**src/common/ooo_pkg.sv**
```systemverilog
package ooo_pkg;

  typedef logic [31:0] word_t;

  // 1-based index into the ROB or the load/store queue
  // Zero in an operand tag means the value is already present
  typedef logic [7:0] tag_t;

  typedef enum logic [1:0] {
    ALU_ADD = 2'd0,
    ALU_SUB = 2'd1,
    ALU_AND = 2'd2,
    ALU_XOR = 2'd3
  } alu_op_t;

  // Stores set memwr and memtoreg together
  typedef struct packed {
    alu_op_t alu_op;
    logic    alusrc;
    logic    memtoreg;
    logic    memwr;
    logic    cjump;
    logic    ucjump;
  } control_bits;

  typedef struct packed {
    logic        busy;
    tag_t        tag;
    tag_t        lsq_id;
    tag_t        tag_1;
    tag_t        tag_2;
    word_t       value_1;
    word_t       value_2;
    word_t       imm;
    control_bits ctrl_bits;
  } rs_entry;

  typedef struct packed {
    logic        busy;
    logic        done;
    control_bits ctrl_bits;
    word_t       result;
    word_t       store_data;
  } rob_entry;

  typedef struct packed {
    logic busy;
    logic executed;
    logic is_store;
    tag_t rob_tag;
  } lsq_entry;

  // Advance a 1-based circular pointer
  function automatic tag_t wrap_inc(tag_t t, int size);
    return (int'(t) == size) ? tag_t'(1) : t + tag_t'(1);
  endfunction

endpackage
```
**src/verilog/exec_lane.sv**
```systemverilog
`timescale 1ns/100ps

module exec_lane (
  input  logic                 clk,
  input  logic                 rst_n,
  input  logic                 grant_valid,
  input  ooo_pkg::tag_t        tag,
  input  ooo_pkg::word_t       source_a,
  input  ooo_pkg::word_t       source_b,
  input  ooo_pkg::word_t       data,
  input  ooo_pkg::control_bits ctrl_bits,
  output ooo_pkg::word_t       mem_addr,
  output logic                 mem_we,
  output ooo_pkg::word_t       mem_wdata,
  input  ooo_pkg::word_t       mem_rdata,
  output logic                 cdb_valid,
  output ooo_pkg::tag_t        cdb_tag,
  output ooo_pkg::word_t       cdb_value
);
  ooo_pkg::word_t       alu_out;
  ooo_pkg::word_t       result_q;
  ooo_pkg::control_bits ctrl_q;

  always_comb begin
    case (ctrl_bits.alu_op)
      ooo_pkg::ALU_SUB: alu_out = source_a - source_b;
      ooo_pkg::ALU_AND: alu_out = source_a & source_b;
      ooo_pkg::ALU_XOR: alu_out = source_a ^ source_b;
      default:          alu_out = source_a + source_b;
    endcase
    // Address for loads and stores
    if (ctrl_bits.memtoreg)
      alu_out = source_a + source_b;
  end

  always_ff @(posedge clk or negedge rst_n) begin
    if (!rst_n)
      cdb_valid <= 1'b0;
    else
      cdb_valid <= grant_valid;
  end

  always_ff @(posedge clk) begin
    cdb_tag   <= tag;
    result_q  <= alu_out;
    mem_wdata <= data;
    ctrl_q    <= ctrl_bits;
  end

  assign mem_addr = result_q;
  assign mem_we   = cdb_valid && ctrl_q.memwr;
  // Loads return the memory word, stores and ALU ops the registered sum
  assign cdb_value = (ctrl_q.memtoreg && !ctrl_q.memwr) ? mem_rdata : result_q;

endmodule

```
**config.mk**
```make
export PLATFORM = sky130hd
export DESIGN_NAME = exec_lane
export DESIGN_NICKNAME = d
export VERILOG_FILES = /design/src/common/ooo_pkg.sv /design/src/verilog/exec_lane.sv
export SDC_FILE = /design/constraint.sdc
export NUM_CORES = 1
export LEC_CHECK = 0
export BUFFER_PORTS_ARGS = -buffer_cell sky130_fd_sc_hd__buf_2
export CORE_MARGIN = 10
export CORE_UTILIZATION = 44
export DETAILED_ROUTE_END_ITERATION = 7
export PLACE_DENSITY = 0.8
export SLEW_MARGIN = 20
export SYNTH_ARGS = -nofsm -noshare
export SYNTH_HDL_FRONTEND = slang
export SYNTH_SLANG_ARGS = --single-unit
```
**constraint.sdc**
```tcl
create_clock -name clk -period 1.7 [get_ports clk]
set_clock_uncertainty 0.2 [all_clocks]
set_input_delay 0.17 -clock clk [delete_from_list [all_inputs] [get_ports clk]]
set_output_delay 0.17 -clock clk [all_outputs]
set_load 0.05 [all_outputs]
```
==> impl_metrics.ini <==
[drt]
wl_per_cell_um = 28.5
drt_pass1_iterations = 8
drt_iter0_markers = 1694
ant_nets = 0
vias = 9206
viasPerCell = 6.58
routed_wl_mm = 39.9
drcViolationCount = 16

[place]
gp_congestion = 0.976
detailed_place_hpwl_mm = 19.4
portBuffers = 248

[layout]
final_common_cell = buf_4
drive_above_1_share_pct = 54.1
final_cell_mix = buf_4 (221), buf_2 (206), dfxtp_1 (73)
syn_to_final_growth_pct = 90.4
nNetsFinal = 1430

[sta]
min_period_ns = 3.13
rsz0062_at_grt = yes
timing.final.ws_setup_ns = -1.43
clock.fmax_mhz = 319
hold_ws_ns = 0.0898
post-route-period-util_pct = 184
finalHoldViolCount = 0
setup_violations = 60
tightestPinTransition_ns = 0.813
max-slew-margin-rel_pct = 45.4
drv_slew = 0

[clock_network]
numCtsBuffers = 9
cts.sinks = 75
root_buffer = clkbuf_16
ctsLongestPathBuffers = 2
tritoncts = built
cts-htree-levels = 3
clk_transition_reported_paths_ns = 0.07

[synthesis]
yosys.area_share.simple_pct = 15.3
synth_edf_count = 0
yosysTopAreaCellShare_pct = 25.1
synth_compound_area_share_pct = 25.4
synth_top_family_by_area = compound AO/OA/AOI/OAI gates
synthAdderAreaFrac_pct = 14.3
yosysTopAreaCell = dfxtp_1
syn_nets = 931
yosysWarnings = 0
ys.flop_type = dfxtp_1
avgSynthCellArea_um2 = 8.20
async_flop_share_pct = 1.33
netlist_area_mm2 = 0.00590
synthMuxAreaShare_pct = 7.15
synthTopCellsByArea = dfxtp_1 (25%), ha_1 (14%), mux2_2 (6.3%)
netlist-cell-type-count = 77
synth_xor_area_share_pct = 5.64
ys_seq_area_share_pct = 25.5
ys_seq_elements = 75
synth_cells = 719

[grt]
grt_use_total_pct = 33.7
grt_pass1_vias = 8864
gr-total-overflow = 0
grt_max_degree = 21
grt_pass1_wl_mm = 49.3
antenna_found_initial = 5

[floorplanning]
pin_count = 252
core_area_mm2 = 0.0132
initial_core_util_pct = 44.7
fp.dieH_um = 136
chipWidth_um = 136
die_area_mm2 = 0.0184
placementRows = 42

[setup_path]
max_stage_delay_ns = 0.46
cp-end-kind = flop
crit_slowest_cell = a21oi_1
cp_top_family = compound AO/OA/AOI/OAI gates
path_cells = buf_8 > ha_4 > inv_2 > fa_2 > o21ba_4 > o21ai_2 > nand2_2 > a31oi_4 > a311o_2 > a41oi_2 > buf_4 > o31ai_4 > xor2_1 > a21oi_1
critPathCapture = mem_addr[30]$_DFF_P_
critPathBufInv = 3
crit_arrival_ns = 3.12
cp_num_cells = 14
path_max_fanout = 3
start_kind = input port
path_class = in -> reg
startpoint = source_b[0]
cp.required_ns = 1.69

[power]
vdd_ir_drop_max_mv = 0.611
power.density_mw_per_mm2 = 892
p_leak_uw = 0.00546
p_total_uw = 10000

[run_status]
outcome = finished, violations left
violations = DRC, setup timing

[min_path]
worstHoldPathType = in -> reg
worstHoldStart = source_a[0]

[job]
maxCapViolCount = 0
[per-layer routing]
metal,global-route usage [%],vias up,routed length (um)
li1,-,3591,-
met1,36.6,4078,12300
met2,56.3,1081,17400
met3,8.94,450,6040
met4,22.8,6,4100
met5,0,-,41
[layout make-up]
type / instances / area [um2]
clock inverter: 6 / 113
multi-input combinational: 540 / 4960
timing repair buffer: 528 / 3920
sequential: 75 / 1510
clock buffer: 10 / 229
tap: 176 / 220
inverter: 64 / 275
fill: 601 / 1960
antenna: 1 / 2.50
[registers in the layout, summed over array words and instances, names as in the netlist]
| signal | flops |
|---|---|
| mem_addr | 32 |
| mem_wdata | 32 |
| cdb_tag | 8 |
| ctrl_q | 2 |
| cdb_valid | 1 |
[per-stage QoR]
stage	util [%]	area, um2	TNS, ns	setup slack [ns]	cells
global placement	67.9	8950	-28.65	-1.30	1311
global route	85.1	11200	-32.42	-1.64	1400
CTS	81.1	10700	-23.55	-0.825	1395
floorplan	-	6110	-19.12	-1.17	719
finish	85.1	11200	-30.77	-1.43	1400
detailed placement	67.9	8950	-29.56	-1.33	1311
[worst min-delay path by stage]
stage	endpoint	slack [ns]	cells past startpoint
finish	mem_addr[0]$_DFF_P_	0.09	4
floorplan	cdb_valid$_DFF_PN0_	-0.33	0
CTS	mem_addr[31]$_DFF_P_	0.05	4
detailed placement	cdb_valid$_DFF_PN0_	-0.25	1
global route	mem_addr[1]$_DFF_P_	0.1	4
global placement	cdb_valid$_DFF_PN0_	-0.25	1
[Yosys cell counts (all sizes together), types with 7 or more instances]
library cell  instances
mux2                 33
a31oi                10
o22ai                 8
o31ai                12
xnor2                34
nand2                28
a221oi               13
nor2b                13
nor2                 64
a211oi                7
nor3                 21
inv                  63
o21ai                29
nand3                14
a21oi                57
o21bai               11
dfxtp                74
ha                   64
buf                   7
clkbuf               33
a21o                 11
[where the power goes]
part           internal, uW  total, uW  leakage (uW)  switching, uW
Clock                  1440       2320      0.000167            876
Combinational          2210       5570       0.00465           3360
Sequential             1970       2130      0.000636            162
[cell families after synthesis]
group	Yosys count
AO/OA/AOI/OAI	215
XOR/XNOR	38
adder cells (fa/ha/maj)	66
buffers and inverters	104
flip-flops	75
multiplexers	38
AND/OR/NAND/NOR	183
[what timing repair did]
action,CTS,global route
endpoints found under the hold margin,45,0
gates cloned,2,1
resized for setup,189,107
pin swaps,52,46
buffers inserted,23,14
hold buffers,46,0
setup endpoints to repair,60,61
Power figures use the tool's default switching activity.
