File: src/common/ooo_pkg.sv
package ooo_pkg;

  typedef logic [31:0] word_t;

  // 1-based index into the ROB or the load/store queue
  // Zero in an operand tag means the value is already present
  typedef logic [7:0] tag_t;

  typedef enum logic [1:0] {
    ALU_ADD = 2'd0,
    ALU_SUB = 2'd1,
    ALU_AND = 2'd2,
    ALU_XOR = 2'd3
  } alu_op_t;

  // Stores set memwr and memtoreg together
  typedef struct packed {
    alu_op_t alu_op;
    logic    alusrc;
    logic    memtoreg;
    logic    memwr;
    logic    cjump;
    logic    ucjump;
  } control_bits;

  typedef struct packed {
    logic        busy;
    tag_t        tag;
    tag_t        lsq_id;
    tag_t        tag_1;
    tag_t        tag_2;
    word_t       value_1;
    word_t       value_2;
    word_t       imm;
    control_bits ctrl_bits;
  } rs_entry;

  typedef struct packed {
    logic        busy;
    logic        done;
    control_bits ctrl_bits;
    word_t       result;
    word_t       store_data;
  } rob_entry;

  typedef struct packed {
    logic busy;
    logic executed;
    logic is_store;
    tag_t rob_tag;
  } lsq_entry;

  // Advance a 1-based circular pointer
  function automatic tag_t wrap_inc(tag_t t, int size);
    return (int'(t) == size) ? tag_t'(1) : t + tag_t'(1);
  endfunction

endpackage
File: src/rob/load_store_queue.sv
`timescale 1ns/100ps

module load_store_queue #(
  parameter int lsq_size = 4,
  localparam int lsq_w   = $clog2(lsq_size),
  localparam int cnt_w   = $clog2(lsq_size + 1)
) (
  input  logic              clk,
  input  logic              rst_n,
  input  logic              alloc,
  input  ooo_pkg::tag_t     disp_tag,
  input  logic              is_mem,
  input  logic              is_store,
  input  logic              cdb_valid1,
  input  ooo_pkg::tag_t     cdb_tag1,
  input  logic              cdb_valid2,
  input  ooo_pkg::tag_t     cdb_tag2,
  output ooo_pkg::lsq_entry lsq [lsq_size-1:0],
  output ooo_pkg::tag_t     lsq_head,
  output ooo_pkg::tag_t     lsq_tail,
  output logic              lsq_full,
  output ooo_pkg::tag_t     alloc_id
);
  logic [cnt_w-1:0] count;
  logic             push;
  logic             retire;

  assign push     = alloc && is_mem;
  assign retire   = lsq[lsq_w'(lsq_head - 1'b1)].busy && lsq[lsq_w'(lsq_head - 1'b1)].executed;
  assign lsq_full = count == cnt_w'(lsq_size);
  assign alloc_id = lsq_tail;

  always_ff @(posedge clk or negedge rst_n) begin
    if (!rst_n) begin
      lsq_head <= ooo_pkg::tag_t'(1);
      lsq_tail <= ooo_pkg::tag_t'(1);
      count    <= '0;
      for (int i = 0; i < lsq_size; i++)
        lsq[i] <= '0;
    end else begin
      // Executed when its lane broadcasts
      for (int i = 0; i < lsq_size; i++) begin
        if (lsq[i].busy && ((cdb_valid1 && cdb_tag1 == lsq[i].rob_tag) ||
                            (cdb_valid2 && cdb_tag2 == lsq[i].rob_tag)))
          lsq[i].executed <= 1'b1;
      end
      if (retire) begin
        lsq[lsq_w'(lsq_head - 1'b1)].busy <= 1'b0;
        lsq_head <= ooo_pkg::wrap_inc(lsq_head, lsq_size);
      end
      if (push) begin
        lsq[lsq_w'(lsq_tail - 1'b1)] <= '{busy: 1'b1, executed: 1'b0,
                                          is_store: is_store, rob_tag: disp_tag};
        lsq_tail <= ooo_pkg::wrap_inc(lsq_tail, lsq_size);
      end
      count <= count + cnt_w'(push) - cnt_w'(retire);
    end
  end

endmodule

File: config.mk
export PLATFORM = sky130hd
export DESIGN_NAME = load_store_queue
export DESIGN_NICKNAME = d
export VERILOG_FILES = /design/src/common/ooo_pkg.sv /design/src/rob/load_store_queue.sv
export SDC_FILE = /design/constraint.sdc
export NUM_CORES = 1
export LEC_CHECK = 0
export BUFFER_PORTS_ARGS = -buffer_cell sky130_fd_sc_hd__buf_2
export CAP_MARGIN = 20
export CORE_ASPECT_RATIO = 0.6
export CORE_MARGIN = 8
export CORE_UTILIZATION = 48
export CTS_CLUSTER_SIZE = 14
export DETAILED_ROUTE_END_ITERATION = 12
export PLACE_DENSITY = 0.77
export SLEW_MARGIN = 20
export SYNTH_ARGS = -nofsm -noshare
export SYNTH_HDL_FRONTEND = slang
export SYNTH_SLANG_ARGS = --single-unit
File: constraint.sdc
create_clock -name clk -period 2.6 [get_ports clk]
set_input_delay 0.39 -clock clk [delete_from_list [all_inputs] [get_ports clk]]
set_output_delay 0.39 -clock clk [all_outputs]
set_load 0.005 [all_outputs]
==> run summary <==
Status: completed
Post-synth EDFFs: 0
Share of layout cells above drive strength 1: 39.5%
Width of the chip: 128 um
Antenna viol nets, final: 0
Met2 usage: 27.1%
Reg2reg setup slack: 210 ps
Hold-fix buffers at CTS: 0
Post-synth top cells: xnor2_1 (72), dfrtp_1 (61), mux2_2 (37), nand4_1 (21), clkbuf_1 (20)
Ys async rst share: 100%
DRT iter0 DRCs: 140
Chip height: 83.2 um
Leakage Power: 2.07 nW
Worst r2r dst: count[2]
Final clock period utilization by the worst path: 92.0%
Worst-Skew Late Latency: 330 ps
Fin nets: 457
Worst VDD drop: 0.000611 V
Cells after synthesis: 325
Synth area leaders: dfrtp_1 (42%), xnor2_1 (17%), mux2_2 (12%), ha_1 (4.2%), nand4_1 (3.6%)
Grt total ovfl: 0
Maxcap violations: 0
CTS buffer count: 9
Clock sink total: 63
Clock-pin slew on the worst setup and hold paths: 50 ps
Top-count cell post-synth: xnor2_1
Post-cts sizing count: 0
Relative slew slack: 65.5%
GR Util met3: 7.72%
RSZ-0062 raised after global routing: no
Critical Path RT: 2810 ps
TritonCTS clock tree: built
Post-synth top flop: dfrtp_1
Global-route wire length before repair: 16100 um
RD Place Congestion: 0.857
DP Wirelength: 7800 um
# IOs: 100
Antenna violations before repair: 0
Slew @ Worst Pin: 516 ps
Max Freq: 0.418 GHz
Grt met1 use: 26.2%
Avg Inst Size Synth: 11.1 um2
Layout Skew: 5.51 ps
Pre-antenna DRT Iters: 5
Crit Path Category: reg -> reg
Area of the mapped netlist: 3610 um2
Core ar.: 7270 um2
DR WL/cell: 19.0 um
Drt total wl: 9920 um
Min Tclk post-route: 2390 ps
Yosys top cell area share: 42.2%
Vias: 2828
Ant diodes: 0
Die area: 10700 um2
Number of global-route vias before repair: 2951
Via density: 5.42
Worst setup SP type: flip-flop
Largest fanout on the critical path: 5
Layout area overhead: 23.1%
Largest net degree at the start of global routing: 64
Yosys reg bits: 63
Crit end category: flip-flop
HP Class: in -> async
Final core occ: 61.2%
DRC violations left: 0
Number of failing hold endpoints at the final stage: 0
Mapped Nets: 369
Max clock buf depth: 2
GRT busiest layer: met2
Fin Setup TNS: 0 ps
Clock Tree Root: clkbuf_16
Power per cell area: 1150 nW/um2
Fillers: 658
Max-slew violation count: 0
Post-synth cell types: 41
Area leader, netlist: dfrtp_1
Final setup fails: 0
Yosys Warn Count: 0
Arrival @ worst endpoint: 2600 ps
Worst r2r src: lsq_head[0]
Worst reg2reg path depth: 9
Total Routing Usage GR: 19.2%
H-tree depth: 3
Site row count: 24
Port buffer count: 99
Post-CTS Repair Setup Buffers: 0
Initial Utilization: 49.7%
Sequential share of the synthesized area: 43.7%
[power breakdown]
group	leakage (nW)	switching (W)	internal, W
sequential	0.774	0.000548	0.00140
combinational	1.16	0.000934	0.00115
clock	0.134	0.000406	0.000696
[worst max-delay path by stage]
stage | endpoint | cells after the start | start
floorplan | count[2] | 10 | lsq_head[0]
global placement | count[2] | 9 | lsq_head[0]
detailed placement | count[2] | 9 | lsq_head[0]
CTS | count[2] | 9 | lsq_head[0]
global route | count[2] | 9 | lsq_head[1]
finish | count[2] | 9 | lsq_head[0]
[placed cells by master (no fill, tap or decap), types with 6 or more instances in the layout]
| master | netlist | final |
|---|---|---|
| nand2_1 | 9 | 9 |
| buf_4 | 8 | 7 |
| nor3_1 | 9 | 9 |
| buf_2 | 0 | 99 |
| ha_1 | 12 | 11 |
| inv_1 | 9 | 9 |
| clkbuf_16 | 0 | 9 |
| nor2_1 | 6 | 6 |
| nand4_1 | 21 | 21 |
| dfrtp_1 | 61 | 61 |
| nand3_1 | 15 | 15 |
| xnor2_1 | 72 | 72 |
| mux2_2 | 37 | 37 |
[layout make-up]
| class | instances | area, um2 | area share, % |
|---|---|---|---|
| clock buffer | 15 | 268 | 6.02 |
| multi-input combinational | 222 | 1860 | 41.8 |
| tap | 104 | 130 | 2.93 |
| sequential | 63 | 1580 | 35.5 |
| timing repair buffer | 107 | 568 | 12.8 |
| clock inverter | 1 | 5.00 | 0.113 |
| inverter | 10 | 37.5 | 0.844 |
[worst max-delay path: stages (launching register included)]
cell     delay [ps]
dfstp_2         530
inv_2            80
ha_4            250
inv_1            70
mux4_2          310
ha_1            290
inv_1            40
ha_1            180
fa_1            380
xnor2_1         140
[cells by family after synthesis]
kind of cell | after synthesis | synth area share, %
mux | 39 | 12.4
xor+xnor | 74 | 17.9
simple gates | 76 | 11.9
fa+ha+maj | 13 | 4.71
flops | 63 | 43.7
compound gates | 20 | 4.16
buf+inv | 40 | 5.19
[metrics by stage]
step / worst slack, ps / std cells / hold slack, ps / total power, W / area [um2]
6_report: 207 / 522 / 60.3 / 0.00513 / 4450
2_1_floorplan: 50.8 / 325 / 94.4 / 0.00316 / 3630
3_3_place_gp: 271 / 506 / 427 / 0.00395 / 4170
5_1_grt: 84.2 / 522 / 95.6 / 0.00546 / 4450
4_1_cts: 204 / 522 / 72.6 / 0.00516 / 4450
3_5_place_dp: 217 / 506 / 428 / 0.00404 / 4170
[sequential cells by signal, summed over array words and instances, names as in the netlist]
register / flops
alloc_id: 8
count: 3
lsq: 44
lsq_head: 8
[layer usage]
layer / share of wire (%) / vias to the layer above
met1: 47 / 1389
met3: 9.6 / 16
met2: 42 / 129
li1: - / 1294
met4: 1.6 / 0
met5: 0 / -
Note: power is estimated with default switching activity, not from simulation.
