`src/common/ooo_pkg.sv`:
```
package ooo_pkg;

  typedef logic [31:0] word_t;

  // 1-based index into the ROB or the load/store queue
  // Zero in an operand tag means the value is already present
  typedef logic [7:0] tag_t;

  typedef enum logic [1:0] {
    ALU_ADD = 2'd0,
    ALU_SUB = 2'd1,
    ALU_AND = 2'd2,
    ALU_XOR = 2'd3
  } alu_op_t;

  // Stores set memwr and memtoreg together
  typedef struct packed {
    alu_op_t alu_op;
    logic    alusrc;
    logic    memtoreg;
    logic    memwr;
    logic    cjump;
    logic    ucjump;
  } control_bits;

  typedef struct packed {
    logic        busy;
    tag_t        tag;
    tag_t        lsq_id;
    tag_t        tag_1;
    tag_t        tag_2;
    word_t       value_1;
    word_t       value_2;
    word_t       imm;
    control_bits ctrl_bits;
  } rs_entry;

  typedef struct packed {
    logic        busy;
    logic        done;
    control_bits ctrl_bits;
    word_t       result;
    word_t       store_data;
  } rob_entry;

  typedef struct packed {
    logic busy;
    logic executed;
    logic is_store;
    tag_t rob_tag;
  } lsq_entry;

  // Advance a 1-based circular pointer
  function automatic tag_t wrap_inc(tag_t t, int size);
    return (int'(t) == size) ? tag_t'(1) : t + tag_t'(1);
  endfunction

endpackage
```
`src/verilog/data_mem.sv`:
```
`timescale 1ns/100ps

module data_mem (
  input  logic           clk,
  input  logic           rst_n,
  input  ooo_pkg::word_t addr1,
  input  logic           we1,
  input  ooo_pkg::word_t wdata1,
  output ooo_pkg::word_t rdata1,
  input  ooo_pkg::word_t addr2,
  input  logic           we2,
  input  ooo_pkg::word_t wdata2,
  output ooo_pkg::word_t rdata2
);
  ooo_pkg::word_t mem [16];

  assign rdata1 = mem[addr1[3:0]];
  assign rdata2 = mem[addr2[3:0]];

  always_ff @(posedge clk or negedge rst_n) begin
    if (!rst_n) begin
      for (int i = 0; i < 16; i++)
        mem[i] <= '0;
    end else begin
      if (we1)
        mem[addr1[3:0]] <= wdata1;
      // Lane 2 wins a same-address collision
      if (we2)
        mem[addr2[3:0]] <= wdata2;
    end
  end

endmodule

```
`config.mk`:
```
export PLATFORM = sky130hd
export DESIGN_NAME = data_mem
export DESIGN_NICKNAME = d
export VERILOG_FILES = /design/src/common/ooo_pkg.sv /design/src/verilog/data_mem.sv
export SDC_FILE = /design/constraint.sdc
export NUM_CORES = 2
export LEC_CHECK = 0
export ABC_AREA = 1
export BUFFER_PORTS_ARGS = -buffer_cell sky130_fd_sc_hd__buf_2
export CORE_MARGIN = 1
export CORE_UTILIZATION = 23
export DETAILED_ROUTE_END_ITERATION = 8
export PLACE_DENSITY = 0.46
export REMOVE_ABC_BUFFERS = 1
export SKIP_LAST_GASP = 1
export SYNTH_ARGS = -nofsm -noshare
export SYNTH_HDL_FRONTEND = slang
export SYNTH_SLANG_ARGS = --single-unit
```
`constraint.sdc`:
```
create_clock -name clk -period 3.59 [get_ports clk]
set_input_delay 0.1795 -clock clk [delete_from_list [all_inputs] [get_ports clk]]
set_output_delay 0.1795 -clock clk [all_outputs]
set_load 0.02 [all_outputs]
```
==> reports/qor.log <==
INFO  grt            via_count_of_the_first_global_routing_pass=37402
INFO  floorplanning  row_count=145
INFO  grt            global_route_wire_length_before_repair=260300um
INFO  synth          synth_area_per_cell=5.729um^2
INFO  worst_setup_path max_stage_delay=600ps
INFO  final_layout   sequential_cell_area=0.01281mm^2
INFO  power_and_ir_drop power.share.combinational=28.9%
INFO  worst_setup_path startpoint_type=input pin
INFO  final_layout   syn2layout_area_growth=16.48%
INFO  worst_setup_path crit_path_cell_trace=buf_2, nand2_1, inv_2, buf_4, nand2_1, nand2_1, inv_1, nand2_1, buf_2
INFO  placed_design  placed_cell_area=0.03948mm^2
INFO  clock_tree     cts-resized-gates=0
INFO  synth          synth_top_cell_area_share=38.81%
INFO  sta            report.final.hold_viol_count=0
INFO  clock_tree     cts_setup_buffers=0
INFO  final_layout   layout_top_registers=mem x512
INFO  floorplanning  initial_utilization=23.27%
INFO  worst_setup_path cp.required=3410ps
INFO  grt            grt_usage=21.67%
INFO  floorplanning  fp.dieArea=0.1602mm^2
INFO  clock_tree     clk_root_buffer_cell=sky130_fd_sc_hd__clkbuf_16
INFO  power_and_ir_drop peakVddDrop=0.3225mV
INFO  detailed_routing routed_via_count_divided_by_cell_count=4.723
INFO  detailed_routing wire_per_inst=20.91um
INFO  power_and_ir_drop swShare=37.30%
INFO  sta            slew_limit_headroom=21.29%
INFO  sta            worst_slew_pin_tran=1179ps
INFO  worst_setup_path worst_r2r_endpoint=mem[24]$_DFF_PN0_
INFO  grt            global_route_overflow=0
INFO  power_and_ir_drop power_per_cell_area=509.3mW/mm^2
INFO  placed_design  gp_congestion=0.8336
INFO  worst_setup_path crit_path_end=rdata1[7]
INFO  final_layout   final_layout_size_suffix_gt1_share=6.462%
INFO  run_status     outcome=complete, no violations
INFO  final_layout   final_nets=6477
INFO  sta            finalMaxSlewViolations=0
INFO  clock_tree     cts_inserted_buffers=67
INFO  synth          yosysWarnings=0
INFO  floorplanning  floorplan.core_area=0.1568mm^2
INFO  detailed_routing drt_first_iter_violations=3606
INFO  synth          count_of_different_cell_masters_after_synthesis=21
INFO  worst_setup_path r2r_setup_slack=2230ps
INFO  sta            timing.final.crit_share=73.70%
INFO  detailed_routing totalWireLength=176700um
INFO  sta            setup_viol_count_final=0
INFO  sta            fin_worst_skew=0ps
INFO  power_and_ir_drop pwr-share-seq=38.9%
INFO  power_and_ir_drop share_of_power_burned_in_the_clock_network=32.2%
INFO  detailed_routing final_antenna_net_count=0
INFO  worst_setup_path timing.critical_path.fanout_max=19
INFO  run            maxCapViolations=0
INFO  worst_setup_path regToRegStartpoint=mem[24]$_DFF_PN0_
INFO  power_and_ir_drop switching_power_total=8.071mW
INFO  final_layout   area_of_combinational_cells_with_multiple_inputs=0.01993mm^2
INFO  grt            antenna_found_initial=6
INFO  final_layout   final_util=27.10%
INFO  placed_design  port_buffers=139
INFO  worst_setup_path worst_path_most_repeated_cell=sky130_fd_sc_hd__nand2_1
INFO  sta            max_clk_rate=377.9MHz
INFO  clock_tree     ctsLongestPathBuffers=3
INFO  worst_setup_path kind_of_critical_path=input pin to primary output
INFO  clock_tree     ctsHtreeMaxLevel=3
INFO  clock_tree     cts.reportedPaths.clkPinSlew=60ps
INFO  worst_setup_path crit_path_start=addr1[3]
INFO  sta            finalWorstSetupSlack=944.0ps
INFO  synth          syn_inst=6366
INFO  sta            post-route-min-period=2646ps
INFO  sta            rsz0062_at_grt=no
INFO  clock_tree     cts_tree=yes
INFO  synth          post_synth_main_area_contributors=sky130_fd_sc_hd__nand2_1 39%, sky130_fd_sc_hd__dfrtp_1 35%, sky130_fd_sc_hd__nand3_1 5.7%
INFO  worst_setup_path reg2reg_depth=5
INFO  clock_tree     holdBufCountCts=84
INFO  grt            maximum_number_of_pins_on_one_net_before_global_route_repair=129
INFO  detailed_routing drtPass1Iterations=6
INFO  synth          synth_register_bits=512
INFO  hold_path      classification_of_the_worst_slack_hold_path=input pin to async pin
INFO  clock_tree     tritoncts_num_sinks=512
INFO  placed_design  place_ws=939.9ps
INFO  synth          top_cell_type_by_total_area_after_synthesis=sky130_fd_sc_hd__nand2_1
INFO  final_layout   largest-register=mem
INFO  worst_setup_path worst-endpoint-arrival=2470ps
INFO  worst_setup_path endpoint_kind=primary output
INFO  floorplanning  fp.dieH=400.2um
INFO  power_and_ir_drop total_leakage_power=23.91nW
INFO  clock_tree     insertion_delay=640ps
INFO  final_layout   largest_register_ffs=512
INFO  worst_setup_path critical_path.slowest_cell=sky130_fd_sc_hd__buf_4
INFO  synth          synth_sequential_area_ratio=35.13%
INFO  detailed_routing drc_violations_left=0
INFO  final_layout   num-fill-cells=17733
INFO  synth          netlist_area=0.03647mm^2
INFO  power_and_ir_drop internal-power=13.57mW
INFO  final_layout   stdcell_area=0.04248mm^2
INFO  floorplanning  pin_count=196
INFO  floorplanning  chipWidth=400.2um
INFO  placed_design  hpwl_dp=101300um
INFO  detailed_routing num_vias=39909
## cells by family (layout without fill, tap and decap cells)
family	Yosys count	count (layout)	synth area share (%)
AND/OR/NAND/NOR	4309	4309	45.99
other	0	1	0
AO/OA/AOI/OAI	544	544	8.233
buffers and inverters	1001	1026	10.65
flip-flops	512	512	35.13
## cells in the mapped netlist (all sizes together)
library cell	n
o21ai	352
a21oi	32
inv	568
nor2	114
clkinv	1
nand3	420
a31oi	96
nand2	3772
dfrtp	512
o211ai	64
clkbuf	293
nor3	3
buf	139
## worst max-delay path, delay by kind of cell
| family | cells | cell delay (ps) |
|---|---|---|
| buffers and inverters | 5 | 1580 |
| and+or+nand+nor | 4 | 690 |
## power by group through the flow
stage | combinational [mW] | clock (mW) | sequential (mW)
floorplan | 4.33 | 0 | 8.16
global placement | 6.04 | 0 | 8.44
detailed placement | 6.09 | 0 | 8.48
CTS | 6.27 | 7.11 | 8.39
global route | 7.29 | 7.30 | 8.63
finish | 6.25 | 6.97 | 8.41
## per-layer routing
metal / up-vias / wire [um] / GRT usage, % / part of all wire [%]
li1: 19342 / - / - / -
met5: - / 17 / 0 / 0.0096
met4: 2 / 6656 / 8.333 / 3.8
met3: 319 / 10380 / 2.164 / 5.9
met1: 18735 / 78720 / 29.08 / 45
met2: 1511 / 80940 / 35.67 / 46
## per-stage QoR
stage / hold slack [ps] / cells / total power, mW / setup TNS (ps)
5_1_grt: 72.56 / 8450 / 23.21 / 0
2_1_floorplan: -116.1 / 5934 / 12.50 / -395880
6_report: 31.68 / 8450 / 21.64 / 0
3_5_place_dp: 135.1 / 8250 / 14.57 / 0
3_3_place_gp: 135.3 / 8250 / 14.48 / 0
4_1_cts: 16.01 / 8449 / 21.77 / 0
## layout by cell type (no fill, tap or decap), types with 3 or more instances in the layout
cell type,Yosys,routed
sky130_fd_sc_hd__nand2_4,0,4
sky130_fd_sc_hd__clkinv_2,0,7
sky130_fd_sc_hd__a31oi_1,96,96
sky130_fd_sc_hd__clkbuf_1,293,18
sky130_fd_sc_hd__o21ai_1,42,42
sky130_fd_sc_hd__clkbuf_8,0,16
sky130_fd_sc_hd__inv_1,557,553
sky130_fd_sc_hd__clkinv_8,0,3
sky130_fd_sc_hd__nand3_1,418,418
sky130_fd_sc_hd__nor3_2,3,3
sky130_fd_sc_hd__nor2_4,2,18
sky130_fd_sc_hd__a21oi_1,32,32
sky130_fd_sc_hd__clkbuf_16,0,70
sky130_fd_sc_hd__buf_2,98,134
sky130_fd_sc_hd__dfrtp_1,512,512
sky130_fd_sc_hd__inv_2,11,10
sky130_fd_sc_hd__o21ai_0,310,310
sky130_fd_sc_hd__buf_8,0,3
sky130_fd_sc_hd__dlygate4sd3_1,0,84
sky130_fd_sc_hd__buf_4,1,91
sky130_fd_sc_hd__nand2_1,3771,3753
sky130_fd_sc_hd__nand2_2,1,15
sky130_fd_sc_hd__o211ai_1,64,64
sky130_fd_sc_hd__nor2_1,101,96
sky130_fd_sc_hd__buf_12,0,30
## layout make-up
cell class / count / share of cell area (%)
multi-input cells: 4853 / 46.92
clock inverters: 11 / 0.2827
clock buffers: 104 / 4.801
flip-flops and latches: 512 / 30.16
repair buffers: 342 / 6.686
inverters: 569 / 5.081
well taps: 2058 / 6.061
diodes: 1 / 0.005890
## worst min-delay path by stage
stage / startpoint / endpoint / slack (ps) / cells after the start
after floorplan: rst_n / mem[0]$_DFF_PN0_ / -120 / 0
after global placement: rst_n / mem[21]$_DFF_PN0_ / 140 / 1
after detailed placement: rst_n / mem[21]$_DFF_PN0_ / 140 / 1
after CTS: rst_n / mem[21]$_DFF_PN0_ / 20 / 2
after global routing: rst_n / mem[21]$_DFF_PN0_ / 70 / 2
final: rst_n / mem[21]$_DFF_PN0_ / 30 / 2
(Power assumes the default switching activity.)
