File: config.mk
export PLATFORM = sky130hd
export DESIGN_NAME = res_station_file
export DESIGN_NICKNAME = d
export VERILOG_FILES = /design/src/common/ooo_pkg.sv /design/src/issue/res_station_file.sv
export SDC_FILE = /design/constraint.sdc
export NUM_CORES = 2
export LEC_CHECK = 0
export BUFFER_PORTS_ARGS = -buffer_cell sky130_fd_sc_hd__buf_2
export CAP_MARGIN = 20
export CORE_MARGIN = 2
export CORE_UTILIZATION = 34
export CTS_BUF_LIST = sky130_fd_sc_hd__clkbuf_8
export DETAILED_ROUTE_END_ITERATION = 8
export GPL_ROUTABILITY_DRIVEN = 0
export PLACE_DENSITY = 0.62
export SYNTH_ARGS = -nofsm -noshare
export SYNTH_HDL_FRONTEND = slang
export SYNTH_SLANG_ARGS = --single-unit
File: constraint.sdc
create_clock -name clk -period 2 [get_ports clk]
set_input_delay 0.1 -clock clk [delete_from_list [all_inputs] [get_ports clk]]
set_output_delay 0.1 -clock clk [all_outputs]
set_load 0.02 [all_outputs]
File: src/common/ooo_pkg.sv
package ooo_pkg;

  typedef logic [31:0] word_t;

  // 1-based index into the ROB or the load/store queue
  // Zero in an operand tag means the value is already present
  typedef logic [7:0] tag_t;

  typedef enum logic [1:0] {
    ALU_ADD = 2'd0,
    ALU_SUB = 2'd1,
    ALU_AND = 2'd2,
    ALU_XOR = 2'd3
  } alu_op_t;

  // Stores set memwr and memtoreg together
  typedef struct packed {
    alu_op_t alu_op;
    logic    alusrc;
    logic    memtoreg;
    logic    memwr;
    logic    cjump;
    logic    ucjump;
  } control_bits;

  typedef struct packed {
    logic        busy;
    tag_t        tag;
    tag_t        lsq_id;
    tag_t        tag_1;
    tag_t        tag_2;
    word_t       value_1;
    word_t       value_2;
    word_t       imm;
    control_bits ctrl_bits;
  } rs_entry;

  typedef struct packed {
    logic        busy;
    logic        done;
    control_bits ctrl_bits;
    word_t       result;
    word_t       store_data;
  } rob_entry;

  typedef struct packed {
    logic busy;
    logic executed;
    logic is_store;
    tag_t rob_tag;
  } lsq_entry;

  // Advance a 1-based circular pointer
  function automatic tag_t wrap_inc(tag_t t, int size);
    return (int'(t) == size) ? tag_t'(1) : t + tag_t'(1);
  endfunction

endpackage
File: src/issue/res_station_file.sv
`timescale 1ns/100ps

module res_station_file #(
  parameter int rs_size = 4,
  localparam int rs_w   = $clog2(rs_size)
) (
  input  logic                 clk,
  input  logic                 rst_n,
  input  logic                 alloc,
  input  ooo_pkg::tag_t        disp_tag,
  input  ooo_pkg::tag_t        alloc_id,
  input  ooo_pkg::control_bits ctrl,
  input  ooo_pkg::tag_t        src1_tag,
  input  ooo_pkg::word_t       src1_value,
  input  ooo_pkg::tag_t        src2_tag,
  input  ooo_pkg::word_t       src2_value,
  input  ooo_pkg::word_t       imm,
  input  logic                 grant_valid1,
  input  logic                 grant_valid2,
  input  logic [rs_w-1:0]      rs_id1,
  input  logic [rs_w-1:0]      rs_id2,
  input  logic                 cdb_valid1,
  input  ooo_pkg::tag_t        cdb_tag1,
  input  ooo_pkg::word_t       cdb_value1,
  input  logic                 cdb_valid2,
  input  ooo_pkg::tag_t        cdb_tag2,
  input  ooo_pkg::word_t       cdb_value2,
  output ooo_pkg::rs_entry     res_stations [rs_size-1:0],
  output logic                 rs_full
);
  logic [rs_w-1:0]  free_id;
  ooo_pkg::rs_entry new_entry;

  function automatic logic hit(ooo_pkg::tag_t t, logic v, ooo_pkg::tag_t ct);
    return v && t != '0 && t == ct;
  endfunction

  // Lowest free station
  always_comb begin
    free_id = '0;
    rs_full = 1'b1;
    for (int i = rs_size - 1; i >= 0; i--) begin
      if (!res_stations[i].busy) begin
        free_id = rs_w'(i);
        rs_full = 1'b0;
      end
    end
  end

  // Incoming operands may be resolved by a broadcast in the same cycle
  always_comb begin
    new_entry = '{busy: 1'b1, tag: disp_tag, lsq_id: alloc_id, tag_1: src1_tag,
                  tag_2: src2_tag, value_1: src1_value, value_2: src2_value,
                  imm: imm, ctrl_bits: ctrl};
    if (hit(src1_tag, cdb_valid1, cdb_tag1)) begin
      new_entry.tag_1   = '0;
      new_entry.value_1 = cdb_value1;
    end else if (hit(src1_tag, cdb_valid2, cdb_tag2)) begin
      new_entry.tag_1   = '0;
      new_entry.value_1 = cdb_value2;
    end
    if (hit(src2_tag, cdb_valid1, cdb_tag1)) begin
      new_entry.tag_2   = '0;
      new_entry.value_2 = cdb_value1;
    end else if (hit(src2_tag, cdb_valid2, cdb_tag2)) begin
      new_entry.tag_2   = '0;
      new_entry.value_2 = cdb_value2;
    end
  end

  always_ff @(posedge clk or negedge rst_n) begin
    if (!rst_n) begin
      for (int i = 0; i < rs_size; i++)
        res_stations[i] <= '0;
    end else begin
      // Wakeup
      for (int i = 0; i < rs_size; i++) begin
        if (res_stations[i].busy) begin
          if (hit(res_stations[i].tag_1, cdb_valid1, cdb_tag1)) begin
            res_stations[i].tag_1   <= '0;
            res_stations[i].value_1 <= cdb_value1;
          end else if (hit(res_stations[i].tag_1, cdb_valid2, cdb_tag2)) begin
            res_stations[i].tag_1   <= '0;
            res_stations[i].value_1 <= cdb_value2;
          end
          if (hit(res_stations[i].tag_2, cdb_valid1, cdb_tag1)) begin
            res_stations[i].tag_2   <= '0;
            res_stations[i].value_2 <= cdb_value1;
          end else if (hit(res_stations[i].tag_2, cdb_valid2, cdb_tag2)) begin
            res_stations[i].tag_2   <= '0;
            res_stations[i].value_2 <= cdb_value2;
          end
        end
      end
      if (grant_valid1)
        res_stations[rs_id1].busy <= 1'b0;
      if (grant_valid2)
        res_stations[rs_id2].busy <= 1'b0;
      if (alloc)
        res_stations[free_id] <= new_entry;
    end
  end

endmodule

==> metrics.txt <==
R2R Setup Slk=-0.36 ns; outcome=finished, violations left; Power Total=70.2 mW; Reg with most FFs=res_stations; CTS buffer count=100; clk buf depth=3; Cell Int Power=37.5 mW; Peak supply drop=1.00 mV; share of post-route cells with drive strength above 1=0.390; instance count of the mapped netlist=3,299; die height=303 um; # clock sinks=544; Post-synth EDFFs=0; Required @ worst endpoint=2.60 ns; Tmin final=2.36 ns; RSZ-0062 raised after global routing=true; clock share of power=0.165; Die W=303 um; final core occ=0.510; fin. max-slew vios=0; Worst Skew=0.0487 ns; critical path class=flip-flop to flip-flop; max reg flops=544; first-pass GRT wire length=221,000 um; Slew Limit Headroom=0.659; worst slew pin tran=0.512 ns; initial drt markers=3,351; final hold violations=0; Min-Delay Path Class=input port to flip-flop; Via Count=32,992; Sw Ratio=0.466; Initial Utilization=0.344; Top Registers=res_stations x544; vias in the first global route=32,060; sequential power share=0.297; CTS tree=yes; dpl hpwl=107,000 um; TritonRoute pass-1 iters=6; slowest CP cell=or4_4; Congestion Overflow GR=0; Slowest Stage Delay on Critical Path=0.54 ns; fin crit share=1.18; Avg Synthesized Cell Area=9.23 um^2; I/O pin count=771; Net Switching=32.8 mW; post-synthesis cell type count=59; drc violations=0; largest net degree at the start of global routing=75; PortBufs=770; total die area=0.0919 mm^2; P_leak=21.9 nW; PwrDens=1560 mW/mm^2; ANT nets after route=0; Max Cap Viol=0; clock-pin transition on the worst setup and hold timing paths=0.06 ns; CORE AREA=0.0885 mm^2; Post-DP Area=0.0386 mm^2; initial antenna violation count=16; Final nets=4,712; vias per cell=5.74; Cell Area, Synth=0.0304 mm^2; WL/cell=27.8 um; total negative setup slack=-44.39 ns; # setup viols final=331; crit path cell chain=or4_4 > o211ai_1 > buf_4 > nor4_4 > a311o_2 > buf_12 > nor2_1 > a211oi_2; Async SR Flop Fraction=1.00; Clock H-tree levels=3; clock latency on the worst-skew pair=0.78 ns; sequential area share after synthesis=0.447; post-synthesis register bit count=544; Post-Route WL=160,000 um; worst setup margin=-0.362 ns; CP Launch Type=flip-flop; crit path DAT=2.97 ns; net count after synthesis=3,525; prevailing post-synth register cell=dfrtp_1; final instance area=0.0451 mm^2; GRT Resource Usage Total=0.326; largest fanout on the critical path=20; synth warn=0; failing checks=negative setup slack; Logic pwr share=0.538; Crit. End Element=flip-flop; area growth from synthesis to layout=48.2%; Rows=109; root buffer cell=clkbuf_8; Max Clock Freq=0.423 GHz; pre-CTS WS=-0.423 ns
layout make-up:
| type | instances | area [um^2] |
|---|---|---|
| Tap cell | 1165 | 1460 |
| Inverter | 8 | 32.5 |
| Sequential cell | 544 | 13600 |
| Clock buffer | 128 | 1760 |
| Antenna cell | 12 | 30.0 |
| Multi-Input combinational cell | 2416 | 16800 |
| Clock inverter | 56 | 383 |
| Timing Repair Buffer | 1416 | 11000 |
| Fill cell | 7959 | 43400 |
final timing paths:
path                                                   from                       endpoint  depth (start not counted)
worst min-delay path                                 imm[9]  res_stations[424]$_DFFE_PN0P_                          4
max in group asynchronous                             rst_n  res_stations[393]$_DFFE_PN0P_                          5
worst max register to register  res_stations[375]$_DFF_PN0_    res_stations[322]$_DFF_PN0_                          8
worst max-delay path            res_stations[375]$_DFF_PN0_    res_stations[322]$_DFF_PN0_                          8
worst min register to register  res_stations[1]$_DFFE_PN0P_    res_stations[1]$_DFFE_PN0P_                          2
min in group asynchronous                             rst_n    res_stations[341]$_DFF_PN0_                          4
cells by family after synthesis:
| kind of cell | Yosys count | synth area share |
|---|---|---|
| AOI/OAI and AO/OA | 828 | 0.199 |
| xor gates and xnor gates | 160 | 0.0460 |
| buffers and inverters | 339 | 0.0461 |
| DFF | 544 | 0.447 |
| muxes | 285 | 0.107 |
| and+or+nand+nor | 1143 | 0.154 |
Yosys cell counts, types with 7 or more instances:
master | count | share of area
a21o_1 | 64 | 0.016
a2bb2oi_1 | 11 | 0.0032
mux2i_1 | 116 | 0.038
a31oi_1 | 33 | 0.0068
o211a_1 | 31 | 0.010
nor2_2 | 7 | 0.0014
a221oi_1 | 22 | 0.0063
mux2_2 | 115 | 0.043
nand3_1 | 23 | 0.0038
o221a_1 | 27 | 0.010
nand2_1 | 822 | 0.10
dfrtp_1 | 544 | 0.45
o22a_1 | 93 | 0.027
a22oi_1 | 22 | 0.0054
buf_1 | 22 | 0.0027
o21a_1 | 35 | 0.0086
a311oi_1 | 10 | 0.0029
inv_1 | 7 | 0.00086
mux2_4 | 54 | 0.027
o2bb2ai_1 | 21 | 0.0060
xnor2_1 | 72 | 0.021
buf_2 | 57 | 0.0094
nor4_1 | 30 | 0.0062
clkbuf_1 | 241 | 0.030
a211oi_1 | 93 | 0.023
or4_1 | 11 | 0.0027
xor2_1 | 88 | 0.025
nor3_1 | 45 | 0.0074
o21ai_0 | 109 | 0.018
a21oi_1 | 81 | 0.013
a22o_1 | 65 | 0.019
nor2_1 | 160 | 0.020
nand4_1 | 15 | 0.0031
o22ai_1 | 97 | 0.020
per-layer routing:
metal  track usage  part of all wire
met1         0.398              0.38
met2         0.512              0.45
met3        0.0998              0.11
met4         0.178             0.063
met5             0           0.00043
critical path, delay by kind of cell (launching register included):
family / cells / cell delay (ns)
AOI/OAI and AO/OA: 3 / 0.73
and+or+nand+nor: 3 / 0.70
DFF: 1 / 0.43
buffers and inverters: 2 / 0.36
power groups by stage:
stage	registers [mW]	logic (mW)	clock network, mW
floorplan	26.3	13.3	0
global placement	20.5	34.0	0
detailed placement	20.6	34.5	0
CTS	20.5	36.1	11.7
global route	21.3	40.1	12.2
finish	20.9	37.8	11.6
metrics by stage:
stage / std cells / hold slack (ns)
after global placement: 5253 / 0.0497
after floorplan: 3299 / -0.196
final: 5745 / 0.126
after global routing: 5743 / 0.0974
after detailed placement: 5253 / 0.0513
after CTS: 5690 / 0.0398
cells in the final DEF, fill, tap and decap left out, drive strengths merged, types with 72 or more instances in the layout:
cell / netlist / final
buf: 90 / 1163
o21ai: 109 / 109
a211oi: 93 / 93
clkbuf: 241 / 144
xnor2: 72 / 72
mux2i: 116 / 116
nand2: 822 / 822
dlygate4sd3: 0 / 234
dfrtp: 544 / 544
nor2: 168 / 168
xor2: 88 / 88
o22ai: 97 / 97
a21oi: 81 / 81
mux2: 169 / 169
o22a: 93 / 93
what timing repair did:
item	4_1_cts	5_1_grt
resized for setup	93	207
pin swaps	55	87
buffers inserted	13	27
hold endpoints to repair	1088	0
cloned	4	18
hold buffers	236	0
endpoints found under the setup margin	277	444
Note: power is estimated with default switching activity, not from simulation.
